<file path="config.mk">
export PLATFORM = sky130hd
export DESIGN_NAME = md_io
export DESIGN_NICKNAME = d
export VERILOG_FILES = /design/src/hw/io_pkg.sv /design/src/hw/port_bus_if.sv /design/src/hw/ctrl_port.sv /design/src/hw/io_baud_gen.sv /design/src/hw/io_bus.sv /design/src/hw/md_io.sv /design/src/hw/uart_rx.sv /design/src/hw/uart_tx.sv
export VERILOG_INCLUDE_DIRS = /design/src /design/src/include
export SDC_FILE = /design/constraint.sdc
export NUM_CORES = 1
export LEC_CHECK = 0
export BUFFER_PORTS_ARGS = -buffer_cell sky130_fd_sc_hd__buf_2
export CORE_AREA = 2 2 146 148
export DETAILED_ROUTE_END_ITERATION = 7
export DIE_AREA = 0 0 148 150
export HOLD_SLACK_MARGIN = 0.02
export PLACE_DENSITY = 0.86
export SLEW_MARGIN = 15
export SYNTH_ARGS = -nofsm -noshare
export SYNTH_HDL_FRONTEND = slang
export SYNTH_SLANG_ARGS = --single-unit
</file>
<file path="constraint.sdc">
create_clock -name MCLK -period 3.4 [get_ports MCLK]
set_input_delay 0.68 -clock MCLK [delete_from_list [all_inputs] [get_ports MCLK]]
set_output_delay 0.68 -clock MCLK [all_outputs]
set_load 0.01 [all_outputs]
</file>
<file path="src/include/io_macros.svh">
`ifndef IO_MACROS_SVH
`define IO_MACROS_SVH

// register map of port A; ports B and C follow at fixed offsets.
`define IO_ADDR_VERSION 4'd0
`define IO_ADDR_DATA_A  4'd1
`define IO_ADDR_CTRL_A  4'd4
`define IO_ADDR_TX_A    4'd7
`define IO_ADDR_RX_A    4'd8
`define IO_ADDR_SCTRL_A 4'd9

// MCLK cycles per oversample tick at the fastest serial rate.
`define BAUD_BASE_DIV 2

// oversample ticks per serial bit.
`define UART_OVERSAMPLE 16

// data bits in one 8N1 frame.
`define UART_DATA_BITS 8

`endif

</file>
<file path="src/hw/io_pkg.sv">
`default_nettype none

package io_pkg;

	typedef logic [1:0] port_idx_t; // ports A, B and C are 0, 1 and 2.

	typedef logic [3:0] baud_ticks_t;

	// serial control byte as written, and as read back with the status bits.
	typedef union packed {
		logic [7:0] raw;
		struct packed {
			logic [1:0] baud_sel;
			logic       rx_en;
			logic       tx_en;
			logic       rx_irq_en;
			logic       rx_error;
			logic       rx_ready;
			logic       tx_full;
		} f;
	} sctrl_u;

endpackage

`default_nettype wire

</file>
<file path="src/hw/port_bus_if.sv">
`timescale 1ns/100ps
`default_nettype none

interface port_bus_if;
	import io_pkg::*;

	logic [7:0] wdata;
	logic       wr_data;
	logic       wr_ctrl;
	logic       wr_tx;
	logic       wr_sctrl;
	logic       rd_rx; // read of the receive register clears the flags.

	logic [7:0] pdata;
	logic [7:0] pctrl;
	logic [7:0] tx_hold;
	logic [7:0] rx_data;
	sctrl_u     sctrl_status;

	modport bus
	(
		output wdata, wr_data, wr_ctrl, wr_tx, wr_sctrl, rd_rx,
		input  pdata, pctrl, tx_hold, rx_data, sctrl_status
	);

	modport port
	(
		input  wdata, wr_data, wr_ctrl, wr_tx, wr_sctrl, rd_rx,
		output pdata, pctrl, tx_hold, rx_data, sctrl_status
	);

endinterface

`default_nettype wire

</file>
<file path="src/hw/ctrl_port.sv">
`timescale 1ns/100ps
`default_nettype none

module ctrl_port
(
	input  wire logic                MCLK,
	input  wire logic                reset_i,
	input  wire logic [6:0]          pins_i,
	input  wire io_pkg::baud_ticks_t ticks_i,
	output logic      [6:0]          pins_o,
	output logic      [6:0]          dir_o,
	output logic                     irq_o,
	port_bus_if.port                 bus
);
	import io_pkg::*;

	logic [7:0] pdata_q;
	logic [7:0] pctrl_q;
	logic [7:0] tx_hold_q;
	logic [4:0] sctrl_q; // only the upper five bits are writable.
	sctrl_u     status;
	logic       tick;
	logic       tx_line;
	logic       tx_full;
	logic       rx_ready;
	logic       rx_error;
	logic [7:0] rx_data;

	always_ff @(posedge MCLK)
	begin
		if (reset_i)
		begin
			pdata_q <= 8'h00;
			pctrl_q <= 8'h00;
			tx_hold_q <= 8'h00;
			sctrl_q <= 5'b00000;
		end
		else
		begin
			if (bus.wr_data)
				pdata_q <= bus.wdata;
			if (bus.wr_ctrl)
				pctrl_q <= bus.wdata;
			if (bus.wr_tx)
				tx_hold_q <= bus.wdata;
			if (bus.wr_sctrl)
				sctrl_q <= bus.wdata[7:3];
		end
	end

	assign status.raw = {sctrl_q, rx_error, rx_ready, tx_full};
	assign tick = ticks_i[status.f.baud_sel];

	// serial mode takes over pin 4 for transmit and pin 5 for receive.
	always_comb
	begin
		dir_o = pctrl_q[6:0];
		pins_o = pdata_q[6:0];
		if (status.f.tx_en)
		begin
			dir_o[4] = 1'b1;
			pins_o[4] = tx_line;
		end
		if (status.f.rx_en)
			dir_o[5] = 1'b0;
	end

	assign irq_o = (pctrl_q[7] & ~pins_i[6]) | (rx_ready & status.f.rx_irq_en); // TH is pin 6.

	assign bus.pdata = pdata_q;
	assign bus.pctrl = pctrl_q;
	assign bus.tx_hold = tx_hold_q;
	assign bus.rx_data = rx_data;
	assign bus.sctrl_status = status;

	uart_tx uart_tx_inst
	(
		.MCLK     (MCLK),
		.reset_i  (reset_i),
		.tick_i   (tick),
		.enable_i (status.f.tx_en),
		.load_i   (bus.wr_tx),
		.data_i   (bus.wdata),
		.line_o   (tx_line),
		.full_o   (tx_full)
	);

	uart_rx uart_rx_inst
	(
		.MCLK     (MCLK),
		.reset_i  (reset_i),
		.tick_i   (tick),
		.enable_i (status.f.rx_en),
		.line_i   (pins_i[5]),
		.clear_i  (bus.rd_rx),
		.data_o   (rx_data),
		.ready_o  (rx_ready),
		.error_o  (rx_error)
	);

endmodule

`default_nettype wire

</file>
<file path="src/hw/io_baud_gen.sv">
`timescale 1ns/100ps
`default_nettype none

`include "io_macros.svh"

module io_baud_gen
(
	input  wire logic          MCLK,
	input  wire logic          reset_i,
	output io_pkg::baud_ticks_t ticks_o
);

	localparam int BASE_LOG = $clog2(`BAUD_BASE_DIV);
	localparam int CNT_W = BASE_LOG + 3;

	logic [CNT_W-1:0] cnt_q;

	always_ff @(posedge MCLK)
	begin
		if (reset_i)
			cnt_q <= '0;
		else
			cnt_q <= cnt_q + 1'b1;
	end

	// each slower rate halves the one below it.
	for (genvar n = 0; n < 4; n++)
	begin : g_tick
		localparam int PERIOD = `BAUD_BASE_DIV << n;

		assign ticks_o[n] = &cnt_q[BASE_LOG+n-1:0];

		a_tick_period: assert property (@(posedge MCLK) disable iff (reset_i)
			ticks_o[n] |=> !ticks_o[n] [*(PERIOD-1)] ##1 ticks_o[n]);
	end

endmodule

`default_nettype wire

</file>
<file path="src/hw/io_bus.sv">
`timescale 1ns/100ps
`default_nettype none

`include "io_macros.svh"

module io_bus
(
	input  wire logic       MCLK,
	input  wire logic       reset_i,
	input  wire logic       wr_i,
	input  wire logic       rd_i,
	input  wire logic [3:0] addr_i,
	input  wire logic [7:0] wdata_i,
	input  wire logic       ntsc_i,
	input  wire logic       disk_i,
	input  wire logic       jap_i,
	input  wire logic [6:0] port_pins_i [3],
	output logic      [7:0] rdata_o,
	port_bus_if.bus         pa,
	port_bus_if.bus         pb,
	port_bus_if.bus         pc
);
	import io_pkg::*;

	localparam logic [2:0] K_NONE  = 3'd0;
	localparam logic [2:0] K_VER   = 3'd1;
	localparam logic [2:0] K_DATA  = 3'd2;
	localparam logic [2:0] K_CTRL  = 3'd3;
	localparam logic [2:0] K_TX    = 3'd4;
	localparam logic [2:0] K_RX    = 3'd5;
	localparam logic [2:0] K_SCTRL = 3'd6;

	port_idx_t  sel_port;
	logic [2:0] sel_kind;
	logic [4:0] kind_stb;
	logic [4:0] stb [3]; // wr_data, wr_ctrl, wr_tx, wr_sctrl, rd_rx.
	logic [7:0] version_byte;
	logic [7:0] rd_next;
	logic [7:0] pdata [3];
	logic [7:0] pctrl [3];
	logic [7:0] tx_hold [3];
	logic [7:0] rx_data [3];
	logic [7:0] status [3];

	assign pdata = '{pa.pdata, pb.pdata, pc.pdata};
	assign pctrl = '{pa.pctrl, pb.pctrl, pc.pctrl};
	assign tx_hold = '{pa.tx_hold, pb.tx_hold, pc.tx_hold};
	assign rx_data = '{pa.rx_data, pb.rx_data, pc.rx_data};
	assign status = '{pa.sctrl_status, pb.sctrl_status, pc.sctrl_status};

	assign version_byte = {jap_i, ~ntsc_i, disk_i, 5'b00000};

	// parallel registers step by one per port, serial registers by three.
	always_comb
	begin
		sel_port = '0;
		sel_kind = (addr_i == `IO_ADDR_VERSION) ? K_VER : K_NONE;
		for (int p = 0; p < 3; p++)
		begin
			if (addr_i == `IO_ADDR_DATA_A + 4'(p))
			begin
				sel_port = port_idx_t'(p);
				sel_kind = K_DATA;
			end
			if (addr_i == `IO_ADDR_CTRL_A + 4'(p))
			begin
				sel_port = port_idx_t'(p);
				sel_kind = K_CTRL;
			end
			if (addr_i == `IO_ADDR_TX_A + 4'(3 * p))
			begin
				sel_port = port_idx_t'(p);
				sel_kind = K_TX;
			end
			if (addr_i == `IO_ADDR_RX_A + 4'(3 * p))
			begin
				sel_port = port_idx_t'(p);
				sel_kind = K_RX;
			end
			if (addr_i == `IO_ADDR_SCTRL_A + 4'(3 * p))
			begin
				sel_port = port_idx_t'(p);
				sel_kind = K_SCTRL;
			end
		end
	end

	assign kind_stb = {wr_i & (sel_kind == K_DATA), wr_i & (sel_kind == K_CTRL),
		wr_i & (sel_kind == K_TX), wr_i & (sel_kind == K_SCTRL), rd_i & (sel_kind == K_RX)};

	always_comb
	begin
		for (int p = 0; p < 3; p++)
			stb[p] = kind_stb & {5{sel_port == port_idx_t'(p)}};
	end

	assign {pa.wr_data, pa.wr_ctrl, pa.wr_tx, pa.wr_sctrl, pa.rd_rx} = stb[0];
	assign {pb.wr_data, pb.wr_ctrl, pb.wr_tx, pb.wr_sctrl, pb.rd_rx} = stb[1];
	assign {pc.wr_data, pc.wr_ctrl, pc.wr_tx, pc.wr_sctrl, pc.rd_rx} = stb[2];
	assign pa.wdata = wdata_i;
	assign pb.wdata = wdata_i;
	assign pc.wdata = wdata_i;

	always_comb
	begin
		case (sel_kind)
			K_VER:   rd_next = version_byte;
			K_DATA:  rd_next = {pdata[sel_port][7], port_pins_i[sel_port]}; // pins read live.
			K_CTRL:  rd_next = pctrl[sel_port];
			K_TX:    rd_next = tx_hold[sel_port];
			K_RX:    rd_next = rx_data[sel_port];
			K_SCTRL: rd_next = status[sel_port];
			default: rd_next = 8'h00;
		endcase
	end

	always_ff @(posedge MCLK)
	begin
		if (reset_i)
			rdata_o <= 8'h00;
		else if (rd_i)
			rdata_o <= rd_next;
	end

endmodule

`default_nettype wire

</file>
<file path="src/hw/md_io.sv">
`timescale 1ns/100ps
`default_nettype none

module md_io
(
	input  wire logic       MCLK,
	input  wire logic       reset_i,
	input  wire logic       wr_i,
	input  wire logic       rd_i,
	input  wire logic [3:0] addr_i,
	input  wire logic [7:0] wdata_i,
	output logic      [7:0] rdata_o,
	input  wire logic       ntsc_i,
	input  wire logic       disk_i,
	input  wire logic       jap_i,
	input  wire logic [6:0] port_a_i,
	output logic      [6:0] port_a_o,
	output logic      [6:0] port_a_dir_o,
	input  wire logic [6:0] port_b_i,
	output logic      [6:0] port_b_o,
	output logic      [6:0] port_b_dir_o,
	input  wire logic [6:0] port_c_i,
	output logic      [6:0] port_c_o,
	output logic      [6:0] port_c_dir_o,
	output logic            hl_o
);
	import io_pkg::*;

	baud_ticks_t ticks;
	logic [6:0]  port_pins [3];
	logic        irq_a;
	logic        irq_b;
	logic        irq_c;

	port_bus_if bus_a ();
	port_bus_if bus_b ();
	port_bus_if bus_c ();

	assign port_pins = '{port_a_i, port_b_i, port_c_i};
	assign hl_o = ~(irq_a | irq_b | irq_c); // one shared active-low line.

	io_baud_gen io_baud_gen_inst
	(
		.MCLK    (MCLK),
		.reset_i (reset_i),
		.ticks_o (ticks)
	);

	io_bus io_bus_inst
	(
		.MCLK        (MCLK),
		.reset_i     (reset_i),
		.wr_i        (wr_i),
		.rd_i        (rd_i),
		.addr_i      (addr_i),
		.wdata_i     (wdata_i),
		.ntsc_i      (ntsc_i),
		.disk_i      (disk_i),
		.jap_i       (jap_i),
		.port_pins_i (port_pins),
		.rdata_o     (rdata_o),
		.pa          (bus_a),
		.pb          (bus_b),
		.pc          (bus_c)
	);

	ctrl_port port_a_inst
	(
		.MCLK    (MCLK),
		.reset_i (reset_i),
		.pins_i  (port_a_i),
		.ticks_i (ticks),
		.pins_o  (port_a_o),
		.dir_o   (port_a_dir_o),
		.irq_o   (irq_a),
		.bus     (bus_a)
	);

	ctrl_port port_b_inst
	(
		.MCLK    (MCLK),
		.reset_i (reset_i),
		.pins_i  (port_b_i),
		.ticks_i (ticks),
		.pins_o  (port_b_o),
		.dir_o   (port_b_dir_o),
		.irq_o   (irq_b),
		.bus     (bus_b)
	);

	ctrl_port port_c_inst
	(
		.MCLK    (MCLK),
		.reset_i (reset_i),
		.pins_i  (port_c_i),
		.ticks_i (ticks),
		.pins_o  (port_c_o),
		.dir_o   (port_c_dir_o),
		.irq_o   (irq_c),
		.bus     (bus_c)
	);

endmodule

`default_nettype wire

</file>
<file path="src/hw/uart_rx.sv">
`timescale 1ns/100ps
`default_nettype none

`include "io_macros.svh"

module uart_rx
(
	input  wire logic                  MCLK,
	input  wire logic                  reset_i,
	input  wire logic                  tick_i,
	input  wire logic                  enable_i,
	input  wire logic                  line_i,
	input  wire logic                  clear_i,
	output logic [`UART_DATA_BITS-1:0] data_o,
	output logic                       ready_o,
	output logic                       error_o
);

	localparam int OS_W = $clog2(`UART_OVERSAMPLE);
	localparam int FRAME_BITS = `UART_DATA_BITS + 2;
	localparam logic [OS_W-1:0] OS_MID = OS_W'(`UART_OVERSAMPLE / 2 - 1);
	localparam logic [OS_W-1:0] OS_LAST = OS_W'(`UART_OVERSAMPLE - 1);
	localparam logic [3:0] STOP_IDX = 4'(FRAME_BITS - 1);

	logic [2:0]                 sync_q; // two synchronizer stages and one history stage.
	logic                       line_s;
	logic                       fall;
	logic                       active_q;
	logic [OS_W-1:0]            os_cnt_q;
	logic [3:0]                 bit_cnt_q;
	logic [`UART_DATA_BITS-1:0] shift_q;
	logic                       mid_tick;
	logic                       stop_tick;

	assign line_s = sync_q[1];
	assign fall = sync_q[2] & ~sync_q[1];
	assign mid_tick = enable_i & active_q & tick_i & (os_cnt_q == OS_MID);
	assign stop_tick = mid_tick & (bit_cnt_q == STOP_IDX);

	always_ff @(posedge MCLK)
	begin
		if (reset_i)
			sync_q <= 3'b111;
		else
			sync_q <= {sync_q[1:0], line_i};
	end

	always_ff @(posedge MCLK)
	begin
		if (reset_i || !enable_i)
		begin
			active_q <= 1'b0;
			os_cnt_q <= '0;
			bit_cnt_q <= '0;
		end
		else if (!active_q)
		begin
			if (fall)
			begin
				active_q <= 1'b1;
				os_cnt_q <= '0;
				bit_cnt_q <= '0;
			end
		end
		else if (tick_i)
		begin
			if (os_cnt_q == OS_LAST)
			begin
				os_cnt_q <= '0;
				bit_cnt_q <= bit_cnt_q + 4'd1;
			end
			else
				os_cnt_q <= os_cnt_q + 1'b1;
			// a start bit that is high again at mid-bit was a glitch.
			if (stop_tick || (mid_tick && bit_cnt_q == 4'd0 && line_s))
				active_q <= 1'b0;
		end
	end

	always_ff @(posedge MCLK)
	begin
		if (mid_tick && bit_cnt_q != 4'd0 && bit_cnt_q != STOP_IDX)
			shift_q <= {line_s, shift_q[`UART_DATA_BITS-1:1]}; // LSB arrives first.
	end

	always_ff @(posedge MCLK)
	begin
		if (reset_i)
		begin
			data_o <= '0;
			ready_o <= 1'b0;
			error_o <= 1'b0;
		end
		else if (stop_tick)
		begin
			data_o <= shift_q;
			ready_o <= 1'b1;
			error_o <= ~line_s;
		end
		else if (clear_i)
		begin
			ready_o <= 1'b0;
			error_o <= 1'b0;
		end
	end

	a_ready_enabled: assert property (@(posedge MCLK) disable iff (reset_i)
		$rose(ready_o) |-> $past(enable_i));

endmodule

`default_nettype wire

</file>
<file path="src/hw/uart_tx.sv">
`timescale 1ns/100ps
`default_nettype none

`include "io_macros.svh"

module uart_tx
(
	input  wire logic                       MCLK,
	input  wire logic                       reset_i,
	input  wire logic                       tick_i,
	input  wire logic                       enable_i,
	input  wire logic                       load_i,
	input  wire logic [`UART_DATA_BITS-1:0] data_i,
	output logic                            line_o,
	output logic                            full_o
);

	localparam int OS_W = $clog2(`UART_OVERSAMPLE);
	localparam int FRAME_BITS = `UART_DATA_BITS + 2;
	localparam logic [OS_W-1:0] OS_LAST = OS_W'(`UART_OVERSAMPLE - 1);
	localparam logic [3:0] STOP_IDX = 4'(FRAME_BITS - 1);

	logic [`UART_DATA_BITS-1:0] hold_q;
	logic [FRAME_BITS-1:0]      shift_q;
	logic                       full_q;
	logic                       busy_q;
	logic [OS_W-1:0]            os_cnt_q;
	logic [3:0]                 bit_cnt_q;
	logic                       start;
	logic                       bit_end;

	assign start = tick_i & full_q & ~busy_q;
	assign bit_end = busy_q & tick_i & (os_cnt_q == OS_LAST);
	assign line_o = busy_q ? shift_q[0] : 1'b1;
	assign full_o = full_q;

	always_ff @(posedge MCLK)
	begin
		if (load_i)
			hold_q <= data_i; // a byte still waiting is simply replaced.
		if (start)
			shift_q <= {1'b1, hold_q, 1'b0};
		else if (bit_end)
			shift_q <= {1'b1, shift_q[FRAME_BITS-1:1]};
	end

	always_ff @(posedge MCLK)
	begin
		if (reset_i || !enable_i)
		begin
			full_q <= 1'b0;
			busy_q <= 1'b0;
			os_cnt_q <= '0;
			bit_cnt_q <= '0;
		end
		else
		begin
			if (load_i)
				full_q <= 1'b1;
			else if (start)
				full_q <= 1'b0;

			if (start)
			begin
				busy_q <= 1'b1;
				os_cnt_q <= '0;
				bit_cnt_q <= '0;
			end
			else if (busy_q && tick_i)
			begin
				os_cnt_q <= os_cnt_q + 1'b1;
				if (bit_end)
				begin
					os_cnt_q <= '0;
					bit_cnt_q <= bit_cnt_q + 4'd1;
					if (bit_cnt_q == STOP_IDX)
						busy_q <= 1'b0; // stop bit done.
				end
			end
		end
	end

endmodule

`default_nettype wire

</file>
==> out/results.ini, run 1 <==
[worst_setup_path]
end_kind=flop
worst-path-stages=5
cp-start-kind=flop
r2r_slack_ps=600
cp_cell_sequence=ha_1, and3_4, mux4_2, nand2_1, o21ai_0
slowest_delay_ps=880
cp_num_buf_inv=0
cp_top_family=compound AO/OA/AOI/OAI gates
worstSetupPathType=reg2reg
slowest_stage=o21ai_0
cp_max_fo=15
critical_path_arrival_ps=2950
r2r_cells=5
critPathRequiredTime_ps=3550

[clock_network]
cts_num_sinks=270
cts_max_level=1
path_clk_slew_ps=60
clockBufferDepth=3
cts_resized=0
clock_latency_ps=530
clockRootBuffer=clkbuf_16
cts_made_buffers=27
post-cts-setup-buffer-count=0
cts-hold-fix-buffers=0
cts_tree=built

[logic_synthesis]
ys.flop_type=dfxtp_1
yosysTopAreaCellShare_pct=32.7
synth_warnings=0
seq_area_frac_synth_pct=50.5
syn_area_per_cell_um2=9.74
synth_cell_types=70
syn_area_mm2=0.0121
synthTopCellsByCount=198 x dfxtp_1, 141 x nor2_1, 104 x nand2_1
yosys.cell_count.top_type=dfxtp_1
synth_nets=1308
synth-edff-count=72
yosys_register_bits=270
async_flop_share_pct=0
synth.area.top_cells=dfxtp_1 33%, edfxtp_1 18%, mux2i_1 7.3%, nor2_1 4.4%, a21oi_1 4.0%
netlist.top_cell.by_area=dfxtp_1
syn_inst=1245

[grt]
grt_start_max_net_pins=61
track_usage_pct=27.3
first_global_vias=9122
overflow=0
antenna_found_initial=0
grt_pass1_wl_mm=48.6

[placement]
port_buffers=90
dpl_cell_area_mm2=0.0124
post-place-cells=1514
gp_congestion=0.971
hpwl_mm=20.8

[sta]
hold_violations=0
slew_headroom_pct=27.7
min_period_over_period_pct=82.5
max_freq_ghz=0.357
worst_pin_slew_ps=1070
grt_setup_unrepaired=no
skew_ps=9.12
fin_setup_tns_ps=0
drv_slew=0
timing.final.crit_period_ps=2800
finalSetupViolCount=0

[finish]
stdcell_count=1564
largestRegisters=port_a_inst.uart_tx_inst.shift_q (9), port_b_inst.uart_tx_inst.shift_q (9), port_c_inst.uart_tx_inst.shift_q (9)
fill_cells=1576
drive_gt1_share_pct=14.5
diodes=0
areaGrowthSynthToFinish_pct=11.0
final_area_mm2=0.0135
fin_nets=1331

[run]
maxCapViolCount=0

[floorplanning]
dieArea_mm2=0.0222
initial_utilization_pct=58.6
die_w_um=148
rows=53
io_pins=91
coreArea_mm2=0.0207
die_h_um=150

[routing]
wirelength_mm=30.6
dr_wl_met3_mm=2.66
wire_per_inst_um=19.6
drtIter0Drc=958
routedLengthMet1_mm=12.8
avgViaCountPerCell=6.17
top_layer_used=met4
met2WireLength_mm=13.9
detail-route-antenna-nets=0
firstDrtPassIters=6
vias=9649
drc=0

[power_and_ir_drop]
vdd_drop_max_mv=0.459
total_power_uw=7040
power_density_mw_per_mm2=523
power.leakage_uw=0.00514

[min_path]
hold_depth=2
hold_path.class=in2reg

[status]
outcome=finished, final reports clean

-- layout by cell type (no fill, tap or decap), types with 23 or more instances in the layout --
cell type	n
o21ai_0	59
clkbuf_16	30
buf_2	89
nand3_1	45
nand2_1	104
a21oi_1	96
ha_1	23
nor2_1	141
edfxtp_1	72
dfxtp_1	198
mux2i_1	88
-- through the flow --
step	util, %	hold WS (ps)	setup WS [ps]
3_5_place_dp	60.1	397	578
3_3_place_gp	60.1	392	645
5_1_grt	65.0	365	379
4_1_cts	65.0	359	602
2_1_floorplan	-	389	1020
6_report	65.0	365	597
-- cell families after synthesis --
| family | Yosys count | synth area share, % |
|---|---|---|
| compound gates | 280 | 15.0 |
| fa+ha+maj | 23 | 2.37 |
| xor+xnor | 20 | 1.45 |
| buf+inv | 133 | 5.57 |
| flops | 270 | 50.5 |
| simple gates | 423 | 16.7 |
| mux | 96 | 8.41 |
-- per-layer routing --
metal	GRT usage [%]	vias up
met1	37.6	4594
li1	-	4465
met2	43.4	493
met4	10.8	0
met3	4.21	97
met5	0	-
-- power breakdown --
part,internal [uW],total [uW],switching (uW)
combinational,122,375,253
clock,2050,3320,1260
sequential,3320,3350,24.8
-- final timing paths --
path | startpoint | to
max | io_baud_gen_inst.cnt_q[0] | port_c_inst.uart_tx_inst.shift_q[8]
min | port_b_i[5] | port_b_inst.uart_rx_inst.sync_q[0]
max reg2reg | io_baud_gen_inst.cnt_q[0] | port_c_inst.uart_tx_inst.shift_q[8]
min reg2reg | port_b_inst.uart_rx_inst.sync_q[0] | port_b_inst.uart_rx_inst.sync_q[1]
-- layout make-up --
type / instances / area, um^2 / share of cell area, %
inverters: 22 / 82.6 / 0.614
clock buffers: 40 / 858 / 6.38
repair buffers: 105 / 566 / 4.20
multi-input cells: 842 / 5320 / 39.5
clock inverters: 10 / 160 / 1.19
well taps: 275 / 344 / 2.56
flip-flops and latches: 270 / 6130 / 45.5
Note: power is estimated with default switching activity, not from simulation.
==> run 2: changes to the inputs <==
==> constraint.sdc (replaced) <==
create_clock -name MCLK -period 2.8 [get_ports MCLK]
set_input_delay 0.56 -clock MCLK [delete_from_list [all_inputs] [get_ports MCLK]]
set_output_delay 0.56 -clock MCLK [all_outputs]
set_load 0.01 [all_outputs]
==> run 2 against run 1 <==
Against the previous run: combinational power is 28% higher; sequential cell count unchanged; final area is 0.23% higher; clock-buffer cell count down 3; first-iteration DRC count is 23% higher; setup slack lost 320 ps; wire length up 3.4%; die area did not move; clock skew increased by 14 ps; via count rose by 2.3%.
==> out/results.ini, run 2 (same netlist as run 1, synthesis figures left out) <==
[worst_setup_path]
cp-start-kind=flop
cp_common_cell=ha_1
slowest_delay_ps=560
cp_cell_sequence=ha_1, ha_1, mux4_2, and3_1, nand2b_1
slowest_stage=mux4_2
cp_top_family=simple AND/OR/NAND/NOR gates
cp_max_fo=14
critical_path_arrival_ps=2760
end_kind=flop
worstSetupPathType=reg2reg
critPathRequiredTime_ps=3030
cp_num_buf_inv=0

[grt]
antenna_found_initial=0
grt_util_met2_pct=45.6
gr-usage-met3_pct=4.45
first_global_vias=9249
grt_start_max_net_pins=49
track_usage_pct=27.8
grt_pass1_wl_mm=49.3
grt_busiest_layer=met2
overflow=0
use_met1_pct=37.0

[finish]
areaGrowthSynthToFinish_pct=11.3
largestRegisters=port_a_inst.uart_tx_inst.shift_q (9), port_b_inst.uart_tx_inst.shift_q (9), port_c_inst.uart_tx_inst.shift_q (9)
final_common_cell=dfxtp_1
fill_cells=1593
drive_gt1_share_pct=15.9
diodes=0
layout_common_cells=198 x dfxtp_1, 141 x nor2_1, 104 x nand2_1
ff_latch_area_mm2=0.00613
fin_nets=1355
multi_input_area_mm2=0.00533

[floorplanning]
coreArea_mm2=0.0207
rows=53
io_pins=91
initial_utilization_pct=58.6
die_h_um=150
dieArea_mm2=0.0222
die_w_um=148

[power_and_ir_drop]
seqPwrFrac_pct=50.6
switchingPower_uw=1850
internal_power_uw=6180
p_sw_share_pct=23.0
power.leakage_uw=0.00519
p_comb_share_pct=6.0
vdd_drop_max_mv=0.512
pwr-share-clk_pct=43.4
power_density_mw_per_mm2=595

[clock_network]
path_clk_slew_ps=70
cts_num_sinks=270
cts_made_buffers=27
clockRootBuffer=clkbuf_16
cts_max_level=1
clock_latency_ps=530
clockBufferDepth=3
cts-hold-fix-buffers=0
cts_tree=built

[routing]
avgViaCountPerCell=6.22
vias=9868
wire_per_inst_um=19.9
drc=0
firstDrtPassIters=8
drtIter0Drc=1175
detail-route-antenna-nets=0
wirelength_mm=31.6

[min_path]
hold_path.class=in2reg

[sta]
whs_ps=282
slew_headroom_pct=55.1
max_freq_ghz=0.396
skew_ps=23.3
worst_pin_slew_ps=674
timing.final.crit_period_ps=2530
hold_violations=0
finalSetupViolCount=0
fin_setup_tns_ps=0
drv_slew=0
min_period_over_period_pct=90.3
grt_setup_unrepaired=no

[status]
outcome=finished, final reports clean

[placement]
gp_congestion=0.934
hpwl_mm=21.3
port_buffers=90

[run]
maxCapViolCount=0

-- run 2: cell count changes in the layout (fill, tap and decap cells not counted), sizes merged --
cell / before / now
buf: 105 / 129
clkinv: 4 / 10
bufinv: 4 / 1
clkbuf: 40 / 37
clkinvlp: 1 / 0
inv: 23 / 22
-- run 2: area by class of cell --
| cell class | count | area share (%) |
|---|---|---|
| inverter | 22 | 0.612 |
| tap | 275 | 2.55 |
| sequential | 270 | 45.4 |
| clock inverter | 11 | 0.659 |
| multi-input combinational | 842 | 39.5 |
| timing repair buffer | 129 | 5.62 |
| clock buffer | 37 | 5.62 |
-- run 2: timing repair --
| action | 4_1_cts | 5_1_grt |
|---|---|---|
| resized for setup | 0 | 3 |
| endpoints found under the setup margin | 0 | 18 |
| setup buffers | 0 | 0 |
-- run 2: layer usage --
metal | wire [um] | vias up | share of wire [%]
met4 | 1260 | 0 | 4.0
met1 | 12800 | 4716 | 40
met2 | 14800 | 547 | 47
met5 | 0 | - | 0
li1 | - | 4509 | -
met3 | 2760 | 96 | 8.7
-- run 2: worst paths after layout --
check | startpoint | end | slack (ps) | cells past startpoint
hold reg to reg | port_c_inst.uart_rx_inst.sync_q[0] | port_c_inst.uart_rx_inst.sync_q[1] | 410 | 1
setup reg to reg | io_baud_gen_inst.cnt_q[0] | port_b_inst.uart_tx_inst.shift_q[2] | 270 | 5
setup / recovery | io_baud_gen_inst.cnt_q[0] | port_b_inst.uart_tx_inst.shift_q[2] | 270 | 5
hold / removal | port_b_i[5] | port_b_inst.uart_rx_inst.sync_q[0] | 280 | 2
-- run 2: power by group through the flow --
| stage | clock (uW) | combinational [uW] | sequential (uW) |
|---|---|---|---|
| 2_1_floorplan | 0 | 296 | 4140 |
| 3_3_place_gp | 0 | 453 | 4140 |
| 3_5_place_dp | 0 | 459 | 4150 |
| 4_1_cts | 3500 | 465 | 4060 |
| 5_1_grt | 3680 | 505 | 4060 |
| 6_report | 3490 | 481 | 4060 |
-- run 2: through the flow --
step	setup slack, ps	instance area [um^2]	power (uW)	instances	util (%)
after detailed placement	173	12600	4600	1538	61.0
after CTS	111	13500	8020	1586	65.1
final	272	13500	8030	1586	65.2
after global routing	139	13500	8250	1586	65.2
after global placement	328	12600	4600	1538	61.0
after floorplan	419	12100	4430	1245	-
==> run 3: changes to the inputs <==
--- a/config.mk
+++ b/config.mk
@@ -8,6 +8,7 @@
 export LEC_CHECK = 0
 export BUFFER_PORTS_ARGS = -buffer_cell sky130_fd_sc_hd__buf_2
 export CORE_AREA = 2 2 146 148
+export CTS_BUF_LIST = sky130_fd_sc_hd__clkbuf_8 sky130_fd_sc_hd__clkbuf_16
 export DETAILED_ROUTE_END_ITERATION = 7
 export DIE_AREA = 0 0 148 150
 export HOLD_SLACK_MARGIN = 0.02
==> run 3 against run 2 <==
Against the previous run: register-to-register slack is essentially flat; first-iteration DRC count is 0.26% lower; non-clock buffer count is the same; clock skew grew 2.1 ps; die area unchanged.
==> out/results.ini, run 3 (same netlist as run 1, synthesis figures left out) <==
[status]
outcome=finished, final reports clean

[finish]
final_common_cell=dfxtp_1
final_area_mm2=0.0135
fin_nets=1355
layout_common_cells=198 x dfxtp_1, 141 x nor2_1, 104 x nand2_1
drive_gt1_share_pct=15.9
fill_cells=1595
fin_util_pct=65.2
stdcell_count=1586
multi_input_area_mm2=0.00533
largestRegisters=port_a_inst.uart_tx_inst.shift_q (9), port_b_inst.uart_tx_inst.shift_q (9), port_c_inst.uart_tx_inst.shift_q (9)
areaGrowthSynthToFinish_pct=11.2
diodes=0
ff_latch_area_mm2=0.00613

[worst_setup_path]
slowest_delay_ps=560
cp_num_buf_inv=0
cp_max_fo=14
slowest_stage=mux4_2
critPathRequiredTime_ps=3030
end_kind=flop
cp_common_cell=ha_1
critical_path_arrival_ps=2760
cp-start-kind=flop
cp_cell_sequence=ha_1, ha_1, mux4_2, and3_1, nand2b_1
worstSetupPathType=reg2reg
cp_top_family=simple AND/OR/NAND/NOR gates

[placement]
post-place-cells=1538
dpl_cell_area_mm2=0.0126
port_buffers=90
hpwl_mm=21.3
gp_congestion=0.934

[sta]
finalSetupViolCount=0
worst_pin_slew_ps=674
grt_setup_unrepaired=no
max_freq_ghz=0.395
fin_setup_tns_ps=0
hold_violations=0
drv_slew=0
slew_headroom_pct=55.0
whs_ps=281
min_period_over_period_pct=90.4
skew_ps=25.4
timing.final.crit_period_ps=2530

[grt]
first_global_vias=9249
overflow=0
grt_pass1_wl_mm=49.3
track_usage_pct=27.8
grt_start_max_net_pins=49
antenna_found_initial=0

[routing]
dr_wl_met3_mm=2.67
routedLengthMet1_mm=12.9
vias=9823
wire_per_inst_um=19.9
drc=0
drtIter0Drc=1172
met2WireLength_mm=14.7
top_layer_used=met4
avgViaCountPerCell=6.19
wirelength_mm=31.5
detail-route-antenna-nets=0
firstDrtPassIters=5

[power_and_ir_drop]
switchingPower_uw=1850
power.leakage_uw=0.00522
pwr-share-clk_pct=43.2
vdd_drop_max_mv=0.510
p_comb_share_pct=6.0
p_sw_share_pct=23.2
power_density_mw_per_mm2=593
seqPwrFrac_pct=50.8
internal_power_uw=6150

[run]
maxCapViolCount=0

[clock_network]
clockBufferDepth=3
cts_tree=built
cts_max_level=1
cts_num_sinks=270
post-cts-setup-buffer-count=0
clockRootBuffer=clkbuf_16
path_clk_slew_ps=70
cts_made_buffers=27
clock_latency_ps=540

[floorplanning]
coreArea_mm2=0.0207
die_w_um=148
rows=53
io_pins=91
dieArea_mm2=0.0222
initial_utilization_pct=58.6
die_h_um=150

[min_path]
hold_path.class=in2reg

-- run 3: what timing repair did --
action / CTS / global route
gates resized for setup: 0 / 3
hold endpoints to repair: 0 / 0
hold buffers: 0 / 0
setup endpoints to repair: 0 / 18
-- run 3: layer usage --
| metal | GRT usage, % | vias up |
|---|---|---|
| met4 | 11.3 | 0 |
| met3 | 4.45 | 108 |
| met2 | 45.6 | 542 |
| met5 | 0 | - |
| met1 | 37.0 | 4665 |
| li1 | - | 4508 |
-- run 3: power groups by stage --
stage / logic, uW / registers, uW / clock network [uW]
finish: 480 / 4060 / 3460
floorplan: 296 / 4140 / 0
CTS: 465 / 4060 / 3460
detailed placement: 459 / 4150 / 0
global placement: 453 / 4140 / 0
global route: 505 / 4060 / 3650
-- run 3: worst paths after layout --
kind	start	end	slack, ps	depth (start not counted)
setup / recovery	io_baud_gen_inst.cnt_q[0]	port_b_inst.uart_tx_inst.shift_q[2]	270	5
hold / removal	port_b_i[5]	port_b_inst.uart_rx_inst.sync_q[0]	280	2
setup reg to reg	io_baud_gen_inst.cnt_q[0]	port_b_inst.uart_tx_inst.shift_q[2]	270	5
hold reg to reg	port_c_inst.uart_rx_inst.sync_q[0]	port_c_inst.uart_rx_inst.sync_q[1]	410	1
-- run 3: area by class of cell --
class,count,share of cell area [%]
multi-input combinational,842,39.5
timing repair buffer,129,5.62
clock buffer,30,5.40
inverter,22,0.612
tap,275,2.55
sequential,270,45.4
clock inverter,18,0.854
-- run 3: metrics by stage --
step,power (uW),setup WS [ps]
CTS,7990,110
floorplan,4430,419
global placement,4600,328
finish,8000,269
global route,8220,138
detailed placement,4600,173
